===== src/hdl/bp_pkg.sv =====
// predictor constants, branch kind enum and packed request, prediction, resolve and update structs
`default_nettype none

package bp_pkg;

    localparam int XLEN = 32;
    // history length, also the counter table index width
    localparam int HIST_BITS = 5;
    // weakly not taken
    localparam logic [1:0] CTR_RESET = 2'b01;

    typedef enum logic {
        KIND_BRANCH = 1'b0,
        KIND_JUMP   = 1'b1
    } br_kind_e;

    typedef struct packed {
        logic [XLEN-1:0] pc;
    } fetch_req_t;

    // target is zero whenever taken is low
    typedef struct packed {
        logic            taken;
        logic [XLEN-1:0] target;
    } prediction_t;

    typedef struct packed {
        logic [XLEN-1:0] pc;
        logic            taken;
        logic [XLEN-1:0] target;
        br_kind_e        kind;
    } resolve_t;

    // what a prediction used, kept until its branch resolves
    typedef struct packed {
        logic [HIST_BITS-1:0] pht_idx;
        logic                 pred_taken;
        logic [XLEN-1:0]      pred_target;
    } inflight_t;

    typedef struct packed {
        logic [XLEN-1:0] pc;
        logic [XLEN-1:0] target;
        br_kind_e        kind;
    } btb_wr_t;

    // inc is also the outcome bit shifted into the history
    typedef struct packed {
        logic [HIST_BITS-1:0] idx;
        logic                 inc;
    } pht_wr_t;

endpackage

`default_nettype wire

===== src/hdl/bp_top.sv =====
// bp_top: branch predictor top level connecting btb, gshare table, lookup, queue and update
`default_nettype none

module bp_top #(
    parameter int BTB_ENTRIES = 32,
    parameter int QUEUE_DEPTH = 4
) (
    input  wire logic                clk,
    input  wire logic                rst_n_i,
    input  wire logic                fetch_valid_i,
    input  wire bp_pkg::fetch_req_t  fetch_i,
    input  wire logic                resolve_valid_i,
    input  wire bp_pkg::resolve_t    resolve_i,
    output logic                     pred_valid_o,
    output bp_pkg::prediction_t      pred_o,
    output logic                     mispredict_o
);

    import bp_pkg::*;

    // lookup side
    logic [XLEN-1:0]      rd_pc;
    logic                 btb_hit;
    logic [XLEN-1:0]      btb_target;
    br_kind_e             btb_kind;
    logic [HIST_BITS-1:0] pht_idx;
    logic                 pht_taken;

    // queue traffic
    logic                 push;
    inflight_t            push_data;
    logic                 pop;
    inflight_t            head;

    // training side
    logic                 btb_wr_valid;
    btb_wr_t              btb_wr;
    logic                 pht_wr_valid;
    pht_wr_t              pht_wr;

    btb #(
        .ENTRIES (BTB_ENTRIES)
    ) btb_inst (
        .clk        (clk),
        .rst_n_i    (rst_n_i),
        .rd_pc_i    (rd_pc),
        .hit_o      (btb_hit),
        .target_o   (btb_target),
        .kind_o     (btb_kind),
        .wr_valid_i (btb_wr_valid),
        .wr_i       (btb_wr)
    );

    gshare_pht gshare_pht_inst (
        .clk        (clk),
        .rst_n_i    (rst_n_i),
        .rd_pc_i    (rd_pc),
        .rd_idx_o   (pht_idx),
        .rd_taken_o (pht_taken),
        .wr_valid_i (pht_wr_valid),
        .wr_i       (pht_wr)
    );

    predict_lookup predict_lookup_inst (
        .clk           (clk),
        .rst_n_i       (rst_n_i),
        .fetch_valid_i (fetch_valid_i),
        .fetch_i       (fetch_i),
        .btb_hit_i     (btb_hit),
        .btb_target_i  (btb_target),
        .btb_kind_i    (btb_kind),
        .pht_idx_i     (pht_idx),
        .pht_taken_i   (pht_taken),
        .rd_pc_o       (rd_pc),
        .pred_valid_o  (pred_valid_o),
        .pred_o        (pred_o),
        .push_o        (push),
        .push_data_o   (push_data)
    );

    inflight_queue #(
        .DEPTH (QUEUE_DEPTH)
    ) inflight_queue_inst (
        .clk         (clk),
        .rst_n_i     (rst_n_i),
        .push_i      (push),
        .push_data_i (push_data),
        .pop_i       (pop),
        .pop_data_o  (head)
    );

    resolve_update resolve_update_inst (
        .clk             (clk),
        .rst_n_i         (rst_n_i),
        .resolve_valid_i (resolve_valid_i),
        .resolve_i       (resolve_i),
        .head_i          (head),
        .pop_o           (pop),
        .btb_wr_valid_o  (btb_wr_valid),
        .btb_wr_o        (btb_wr),
        .pht_wr_valid_o  (pht_wr_valid),
        .pht_wr_o        (pht_wr),
        .mispredict_o    (mispredict_o)
    );

endmodule

`default_nettype wire


===== src/hdl/resolve_update.sv =====
// resolve_update: consumer popping the oldest prediction, training tables, flagging mispredicts
`default_nettype none

module resolve_update (
    input  wire logic               clk,
    input  wire logic               rst_n_i,
    input  wire logic               resolve_valid_i,
    input  wire bp_pkg::resolve_t   resolve_i,
    input  wire bp_pkg::inflight_t  head_i,
    output logic                    pop_o,
    output logic                    btb_wr_valid_o,
    output bp_pkg::btb_wr_t         btb_wr_o,
    output logic                    pht_wr_valid_o,
    output bp_pkg::pht_wr_t         pht_wr_o,
    output logic                    mispredict_o
);

    import bp_pkg::*;

    logic is_branch;
    logic dir_wrong;
    logic target_wrong;
    logic mispredict_d;
    logic mispredict_q;

    // resolves come in fetch order, so the head is always this branch
    assign pop_o = resolve_valid_i;

    assign is_branch = (resolve_i.kind == KIND_BRANCH);

    assign dir_wrong    = (head_i.pred_taken != resolve_i.taken);
    assign target_wrong = resolve_i.taken && (head_i.pred_target != resolve_i.target);
    assign mispredict_d = dir_wrong || target_wrong;

    // only taken transfers are worth a btb slot
    assign btb_wr_valid_o  = resolve_valid_i && resolve_i.taken;
    assign btb_wr_o.pc     = resolve_i.pc;
    assign btb_wr_o.target = resolve_i.target;
    assign btb_wr_o.kind   = resolve_i.kind;

    // train the counter that made the prediction, not the one the pc maps to now
    assign pht_wr_valid_o = resolve_valid_i && is_branch;
    assign pht_wr_o.idx   = head_i.pht_idx;
    assign pht_wr_o.inc   = resolve_i.taken;

    always_ff @(posedge clk or negedge rst_n_i) begin
        if (!rst_n_i) begin
            mispredict_q <= 1'b0;
        end else begin
            mispredict_q <= resolve_valid_i && mispredict_d;
        end
    end

    assign mispredict_o = mispredict_q;

endmodule

`default_nettype wire


===== src/hdl/inflight_queue.sv =====
// inflight_queue: circular FIFO of in-flight predictions with a combinational head
`default_nettype none

module inflight_queue #(
    parameter int DEPTH = 4
) (
    input  wire logic               clk,
    input  wire logic               rst_n_i,
    input  wire logic               push_i,
    input  wire bp_pkg::inflight_t  push_data_i,
    input  wire logic               pop_i,
    output bp_pkg::inflight_t       pop_data_o
);

    import bp_pkg::*;

    localparam int PTR_W = (DEPTH > 1) ? $clog2(DEPTH) : 1;

    inflight_t          mem_q [DEPTH];
    logic [PTR_W-1:0]   wr_ptr_q;
    logic [PTR_W-1:0]   rd_ptr_q;
    logic [PTR_W:0]     count_q;
    logic               empty;

    assign empty = (count_q == '0);

    // an empty queue hands the incoming entry straight to a same-cycle pop
    assign pop_data_o = empty ? push_data_i : mem_q[rd_ptr_q];

    always_ff @(posedge clk) begin
        if (push_i) begin
            mem_q[wr_ptr_q] <= push_data_i;
        end
    end

    always_ff @(posedge clk or negedge rst_n_i) begin
        if (!rst_n_i) begin
            wr_ptr_q <= '0;
            rd_ptr_q <= '0;
            count_q  <= '0;
        end else begin
            if (push_i) begin
                wr_ptr_q <= (wr_ptr_q == PTR_W'(DEPTH - 1)) ? '0 : wr_ptr_q + 1'b1;
            end
            if (pop_i) begin
                rd_ptr_q <= (rd_ptr_q == PTR_W'(DEPTH - 1)) ? '0 : rd_ptr_q + 1'b1;
            end
            if (push_i && !pop_i) begin
                count_q <= count_q + 1'b1;
            end else if (!push_i && pop_i) begin
                count_q <= count_q - 1'b1;
            end
        end
    end

endmodule

`default_nettype wire


===== src/hdl/predict_lookup.sv =====
// predict_lookup: producer forming the registered prediction and the in-flight entry
`default_nettype none

module predict_lookup (
    input  wire logic                         clk,
    input  wire logic                         rst_n_i,
    input  wire logic                         fetch_valid_i,
    input  wire bp_pkg::fetch_req_t           fetch_i,
    input  wire logic                         btb_hit_i,
    input  wire logic [bp_pkg::XLEN-1:0]      btb_target_i,
    input  wire bp_pkg::br_kind_e             btb_kind_i,
    input  wire logic [bp_pkg::HIST_BITS-1:0] pht_idx_i,
    input  wire logic                         pht_taken_i,
    output logic [bp_pkg::XLEN-1:0]           rd_pc_o,
    output logic                              pred_valid_o,
    output bp_pkg::prediction_t               pred_o,
    output logic                              push_o,
    output bp_pkg::inflight_t                 push_data_o
);

    import bp_pkg::*;

    prediction_t pred_d;
    prediction_t pred_q;
    logic        pred_valid_q;

    assign rd_pc_o = fetch_i.pc;

    // jump hit is always taken, branch hit follows the counter, miss falls through
    always_comb begin
        pred_d = '0;
        if (btb_hit_i) begin
            if (btb_kind_i == KIND_JUMP) begin
                pred_d.taken = 1'b1;
            end else begin
                pred_d.taken = pht_taken_i;
            end
        end
        if (pred_d.taken) begin
            pred_d.target = btb_target_i;
        end
    end

    // entry enters the queue on the same edge that registers the prediction
    assign push_o                  = fetch_valid_i;
    assign push_data_o.pht_idx     = pht_idx_i;
    assign push_data_o.pred_taken  = pred_d.taken;
    assign push_data_o.pred_target = pred_d.target;

    always_ff @(posedge clk or negedge rst_n_i) begin
        if (!rst_n_i) begin
            pred_valid_q <= 1'b0;
            pred_q       <= '0;
        end else begin
            pred_valid_q <= fetch_valid_i;
            if (fetch_valid_i) begin
                pred_q <= pred_d;
            end
        end
    end

    assign pred_valid_o = pred_valid_q;
    assign pred_o       = pred_q;

endmodule

`default_nettype wire


===== src/hdl/gshare_pht.sv =====
// gshare_pht: 2-bit counter table and global history, xor indexed read, saturating update
`default_nettype none

module gshare_pht (
    input  wire logic                         clk,
    input  wire logic                         rst_n_i,
    input  wire logic [bp_pkg::XLEN-1:0]      rd_pc_i,
    output logic [bp_pkg::HIST_BITS-1:0]      rd_idx_o,
    output logic                              rd_taken_o,
    input  wire logic                         wr_valid_i,
    input  wire bp_pkg::pht_wr_t              wr_i
);

    import bp_pkg::*;

    localparam int PHT_ENTRIES = 1 << HIST_BITS;

    logic [1:0]           ctr_q [PHT_ENTRIES];
    logic [HIST_BITS-1:0] hist_q;

    logic [HIST_BITS-1:0] rd_idx;
    logic [1:0]           wr_ctr;
    logic [1:0]           wr_ctr_next;

    // pc bits above the byte offset, hashed with the history
    assign rd_idx     = rd_pc_i[HIST_BITS+1:2] ^ hist_q;
    assign rd_idx_o   = rd_idx;
    assign rd_taken_o = ctr_q[rd_idx][1];

    assign wr_ctr = ctr_q[wr_i.idx];

    always_comb begin
        wr_ctr_next = wr_ctr;
        if (wr_i.inc) begin
            if (wr_ctr != 2'b11) begin
                wr_ctr_next = wr_ctr + 2'd1;
            end
        end else begin
            if (wr_ctr != 2'b00) begin
                wr_ctr_next = wr_ctr - 2'd1;
            end
        end
    end

    always_ff @(posedge clk or negedge rst_n_i) begin
        if (!rst_n_i) begin
            for (int i = 0; i < PHT_ENTRIES; i++) begin
                ctr_q[i] <= CTR_RESET;
            end
            hist_q <= '0;
        end else if (wr_valid_i) begin
            ctr_q[wr_i.idx] <= wr_ctr_next;
            // newest outcome enters at bit 0
            hist_q <= {hist_q[HIST_BITS-2:0], wr_i.inc};
        end
    end

endmodule

`default_nettype wire


===== src/hdl/btb.sv =====
// btb: tagged direct-mapped branch target buffer, combinational read and one write port
`default_nettype none

module btb #(
    parameter int ENTRIES = 32
) (
    input  wire logic                     clk,
    input  wire logic                     rst_n_i,
    input  wire logic [bp_pkg::XLEN-1:0]  rd_pc_i,
    output logic                          hit_o,
    output logic [bp_pkg::XLEN-1:0]       target_o,
    output bp_pkg::br_kind_e              kind_o,
    input  wire logic                     wr_valid_i,
    input  wire bp_pkg::btb_wr_t          wr_i
);

    import bp_pkg::*;

    localparam int IDX_BITS = $clog2(ENTRIES);
    // pc bits above the index, the low two bits are always zero
    localparam int TAG_BITS = XLEN - IDX_BITS - 2;

    typedef struct packed {
        logic [TAG_BITS-1:0] tag;
        logic [XLEN-1:0]     target;
        br_kind_e            kind;
    } btb_entry_t;

    btb_entry_t          entry_q [ENTRIES];
    logic [ENTRIES-1:0]  valid_q;

    logic [IDX_BITS-1:0] rd_idx;
    logic [TAG_BITS-1:0] rd_tag;
    btb_entry_t          rd_entry;
    logic [IDX_BITS-1:0] wr_idx;
    btb_entry_t          wr_entry;

    assign rd_idx   = rd_pc_i[IDX_BITS+1:2];
    assign rd_tag   = rd_pc_i[XLEN-1:IDX_BITS+2];
    assign rd_entry = entry_q[rd_idx];

    assign hit_o    = valid_q[rd_idx] && (rd_entry.tag == rd_tag);
    assign target_o = rd_entry.target;
    assign kind_o   = rd_entry.kind;

    assign wr_idx          = wr_i.pc[IDX_BITS+1:2];
    assign wr_entry.tag    = wr_i.pc[XLEN-1:IDX_BITS+2];
    assign wr_entry.target = wr_i.target;
    assign wr_entry.kind   = wr_i.kind;

    // a write replaces whatever the slot held, aliasing pcs simply evict each other
    always_ff @(posedge clk) begin
        if (wr_valid_i) begin
            entry_q[wr_idx] <= wr_entry;
        end
    end

    always_ff @(posedge clk or negedge rst_n_i) begin
        if (!rst_n_i) begin
            valid_q <= '0;
        end else if (wr_valid_i) begin
            valid_q[wr_idx] <= 1'b1;
        end
    end

endmodule

`default_nettype wire


===== config.mk =====
export PLATFORM = sky130hd
export DESIGN_NAME = bp_top
export DESIGN_NICKNAME = d
export VERILOG_FILES = /design/src/hdl/bp_pkg.sv /design/src/hdl/bp_top.sv /design/src/hdl/resolve_update.sv /design/src/hdl/inflight_queue.sv /design/src/hdl/predict_lookup.sv /design/src/hdl/gshare_pht.sv /design/src/hdl/btb.sv
export SDC_FILE = /design/constraint.sdc
export NUM_CORES = 2
export LEC_CHECK = 0
export CAP_MARGIN = 40
export CELL_PAD_IN_SITES_DETAIL_PLACEMENT = 0
export CELL_PAD_IN_SITES_GLOBAL_PLACEMENT = 2
export CORE_MARGIN = 3
export CORE_UTILIZATION = 50
export CTS_BUF_LIST = sky130_fd_sc_hd__clkbuf_4
export CTS_CLUSTER_SIZE = 20
export DETAILED_ROUTE_END_ITERATION = 10
export DONT_BUFFER_PORTS = 1
export PLACE_DENSITY_LB_ADDON = 0.05
export SETUP_SLACK_MARGIN = 0.2
export SLEW_MARGIN = 5
export SYNTH_ARGS = -nofsm -noshare
export SYNTH_HDL_FRONTEND = slang
export SYNTH_HIERARCHICAL = 1
export SYNTH_SLANG_ARGS = --single-unit

===== constraint.sdc =====
create_clock -name clk -period 11.8 [get_ports clk]
set_input_delay 1.77 -clock clk [delete_from_list [all_inputs] [get_ports clk]]
set_output_delay 1.77 -clock clk [all_outputs]
set_load 0.01 [all_outputs]

# After elaboration in Yosys (flattened, before gate mapping)
# Memory sizes are Yosys's and may differ from the RTL's.
# Index checks and enable logic that the tools add are counted.
# totals
reg_bits	143
mem_bits_rw	2008
output_inout_bits	35
input_bits	102
memories	2
elab_cells	109
# classes
addsub	6
eq_ne	6
muxes	28
n_reduce_logical	15
n_bitwise	5
magnitude_cmp	6
# mem_list
memory	words	width	rd	rd_ports_with_merged_regs	wr	line_no	rtl
btb_inst.entry_q	32	58	1	0	1	btb.sv:29	btb_entry_t entry_q [ENTRIES];
inflight_queue_inst.mem_q	4	38	1	0	1	inflight_queue.sv:19	inflight_t mem_q [DEPTH];
# ops
operator	count
$bwmux 64	1
$mux 38	1
$mux 32	1
$ne 32x32->1	1
$or 32x32->32	1
$eq 25x25->1	1
$bmux 2 s5	2
$mux 2	10
$ge 6x6->1 const B	2
$lt 5x6->1 const B	2
$not 5->6	2
$demux 2 s5	1
$logic_and 1x1->1	9
$mux 1	8
$add 2x1->2 const B	3
$lt 6x1->1 const B	1
$mux 3	2
$bmux 1 s5	1
$demux 1 s5	1
$ge 5x1->1 const B	1
$xor 5x5->5	1
$eq 2x2->1 const B	2
$reduce_bool 2->1	2
$add 3x1->3 const B	1
other kinds (8)	9

# Logic depth before layout (Yosys ltp)
# depth
word_depth	17
mapped_depth	24
ltp_nobuf	17

# Hierarchy
# The synthesis kept the hierarchy.
# modules_own_cells
module	instances	area_per_inst_um2	seq_area_each_um2	cells_per_inst
btb	1	71962.8	56534.2	2972
inflight_queue	1	6351.1	4739.5	277
gshare_pht	1	4456.8	1766.7	463
predict_lookup	1	1890.6	850.8	216
resolve_update	1	935.9	25.0	120

# Least setup slack after synthesis
# Ideal clock, no wire load.
# synth_timing
kind	input -> register
startpoint	input port fetch_i[2] in the netlist's numbering
endpoint	register resolve_update_inst.mispredict_q (netlist: resolve_update_inst/mispredict_o)
n_path_buf	6
arrival_time_ps	5976
path_stages	18
slack_ps	5696
t_required_ps	11672
setup_ps	128
cell_sequence	buf_4 buf_6 buf_4 buf_2 buf_1 mux4_2 mux4_2 mux2_2 o21ai_4 inv_2 buf_6 and2_1 mux2_2 xor2_1 nor4_1 nand4_1 nor4_1 a21oi_1
# synth_rtl
item	line_no	rtl
start: declaration	bp_top.sv:11	input wire bp_pkg::fetch_req_t fetch_i,
end signal: assignment	resolve_update.sv:50	mispredict_q <= resolve_valid_i && mispredict_d;
end: declaration	resolve_update.sv:24	logic mispredict_q;

==> impl_metrics.csv <==
group,metric,value,unit
floorplanning,die_h,419.7,µm
final_layout,syn_to_final_growth,11.17,%
cts,cts_buffers,574,
floorplanning,dieArea,176100,µm²
sta,clock.fmax,130.7,MHz
cts,cts_max_level,6,
floorplanning,die_x,419.7,µm
cts,ctsResizeCount,0,
placement,hpwl,115.8,mm
power,leakagePower,31.08,nW
worst_setup_path,required,12.98,ns
routing,totalWireLength,221.3,mm
placement,gp_congestion,0.7840,
placement,placedInstanceArea,87960,µm²
floorplanning,std_cell_rows,151,
routing,via_per_inst,6.034,
grt,grt_usage,0.2556,
floorplanning,io_pins,137,
power,power.density,181.5,nW/µm²
final_layout,layout_common_cells,"2008 x edfxtp_1, 825 x clkbuf_4, 565 x mux4_2, 174 x nand2_1, 109 x dfrtp_1",
cts,cts.root.buffer_cell,"clkbuf_4",
power,vdd_ir_drop_max,0.0001276,V
sta,skew,0.07108,ns
sta,tightest_slew,1.731,ns
sta,slew_viol_final,78,
final_layout,finish.instance_area,95120,µm²
synthesis,syn_avg_cell_area,21.16,µm²
final_layout,finalNetCount,4532,
power,power.total,17.26,mW
synthesis,synth_cells,4044,
synthesis,yosysWarnings,6,
routing,drc_errors,0,
final_layout,drive_gt1_frac,0.3813,
worst_setup_path,cp.arrival,8.83,ns
sta,finalSetupTns,0,ns
routing,avgRoutedWirePerCell,31.46,µm
cts,cts_buffer_depth,4,
floorplanning,initial_utilization,0.5043,
worst_setup_path,crit_fanout,181,
grt,antenna_found_initial,10,
worst_hold_path,hold_class,"in2async",
grt,grt.overflow.total,0,
cts,clock-sinks,2151,
worst_setup_path,cp-start-kind,"input port",
grt,grt_pass1_wl,317.3,mm
placement,port_buffers,0,
sta,fin_crit,7.651,ns
cts,worst_skew_pair.late_latency,1.33,ns
outcome,violations,"slew limit",
worst_setup_path,crit_path_end_kind,"flop",
routing,detail-route-antenna-nets,0,
sta,rsz0062_at_grt,"false",
cts,path_clk_slew,0.06,ns
cts,cts_tree,"yes",
outcome,status,"finished, violations left",
sta,finalHoldViolCount,0,
grt,grt_pass1_vias,45303,
routing,drt_iter0_markers,3982,
sta,final.period_utilization,0.6484,
final_layout,final_common_cell,"edfxtp_1",
run,cap_violations,0,
sta,setup_viol,0,
routing,first_pass_iters,8,
synthesis,synth_fp_nets,4153,
sta,slew_headroom,-0.1541,
floorplanning,core_region_area,169700,µm²
synthesis,synthesis.area,85570,µm²
worst_setup_path,critical_path_class,"in2reg",
grt,grt_max_degree,497,
routing,num_vias,42446,
-- worst paths after layout --
| path | from | endpoint | slack [ns] | cells after the start |
|---|---|---|---|---|
| max | fetch_i[2] | resolve_update_inst/mispredict_o | 4.15 | 18 |
| max in group asynchronous | rst_n_i | gshare_pht_inst/ctr_q[25] | 10.35 | 1 |
| min | rst_n_i | inflight_queue_inst/rd_ptr_q[1] | 0.21 | 0 |
| min in group clk | btb_inst/valid_q[26] | btb_inst/valid_q[26] | 0.46 | 1 |
| max reg2reg | btb_inst/entry_q[2][48] | resolve_update_inst/mispredict_o | 6.08 | 18 |
| min reg2reg | btb_inst/valid_q[26] | btb_inst/valid_q[26] | 0.46 | 1 |
-- critical path, stage by stage --
cell and delay [ns]:
buf_16 0.80, buf_16 0.68, mux4_2 0.62, mux4_2 0.51, mux2i_1 0.19, xor2_1 0.21
nand4_1 0.42, nor4_2 0.44, buf_4 0.28, o21ai_4 0.12, inv_2 0.55, and2_1 0.30
mux2_2 0.18, xor2_1 0.15, nor4_1 0.54, nand4_1 0.16, nor4_1 0.34, a21oi_1 0.11
-- per-stage QoR --
step             util  hold WS, ns  cells  setup WS [ns]
2_1_floorplan       -       0.4337   4044          5.696
3_3_place_gp   0.5142       0.4462   6023          3.399
3_5_place_dp   0.5185       0.4484   6059          4.108
4_1_cts        0.5599     0.001872   7024          5.610
5_1_grt        0.5606      0.06353   7030          3.933
6_report       0.5607       0.2070   7034          4.149
-- final cells by class --
| type | instances | area, µm² |
|---|---|---|
| clock inverters | 138 | 804.5 |
| clock buffers | 825 | 6193 |
| flip-flops and latches | 2151 | 63920 |
| fillers | 12850 | 74540 |
| inverters | 43 | 166.4 |
| repair buffers | 119 | 1449 |
| multi-input cells | 1534 | 19800 |
| diodes | 6 | 15.01 |
| well taps | 2218 | 2775 |
-- state kept, by name (all words and copies together), names as in the netlist --
name / cells
btb_inst/entry_q: 1856
inflight_queue_inst/mem_q: 152
gshare_pht_inst/ctr_q: 64
predict_lookup_inst/pred_o: 33
btb_inst/valid_q: 32
gshare_pht_inst/hist_q: 5
inflight_queue_inst/count_q: 3
inflight_queue_inst/rd_ptr_q: 2
inflight_queue_inst/wr_ptr_q: 2
predict_lookup_inst/pred_valid_o: 1
resolve_update_inst/mispredict_o: 1
-- per-layer routing --
layer / global-route usage / wire (µm) / vias up
li1: - / - / 17708
met1: 0.3363 / 88030 / 22677
met2: 0.4272 / 112500 / 1737
met3: 0.06072 / 16120 / 322
met4: 0.07573 / 4671 / 2
met5: 0 / 13 / -
-- power breakdown --
group	leakage, nW	total [mW]	internal, mW	switching [mW]
clock	4.21	6.40	3.41	2.99
combinational	6.95	2.09	0.849	1.24
sequential	19.9	8.77	8.64	0.130
total	31.1	17.3	12.9	4.36
-- what timing repair did --
| item | CTS | global route |
|---|---|---|
| endpoints found under the hold margin | 41 | 0 |
| hold buffers | 2 | 0 |
| setup buffers | 0 | 0 |
Power figures use the tool's default switching activity.
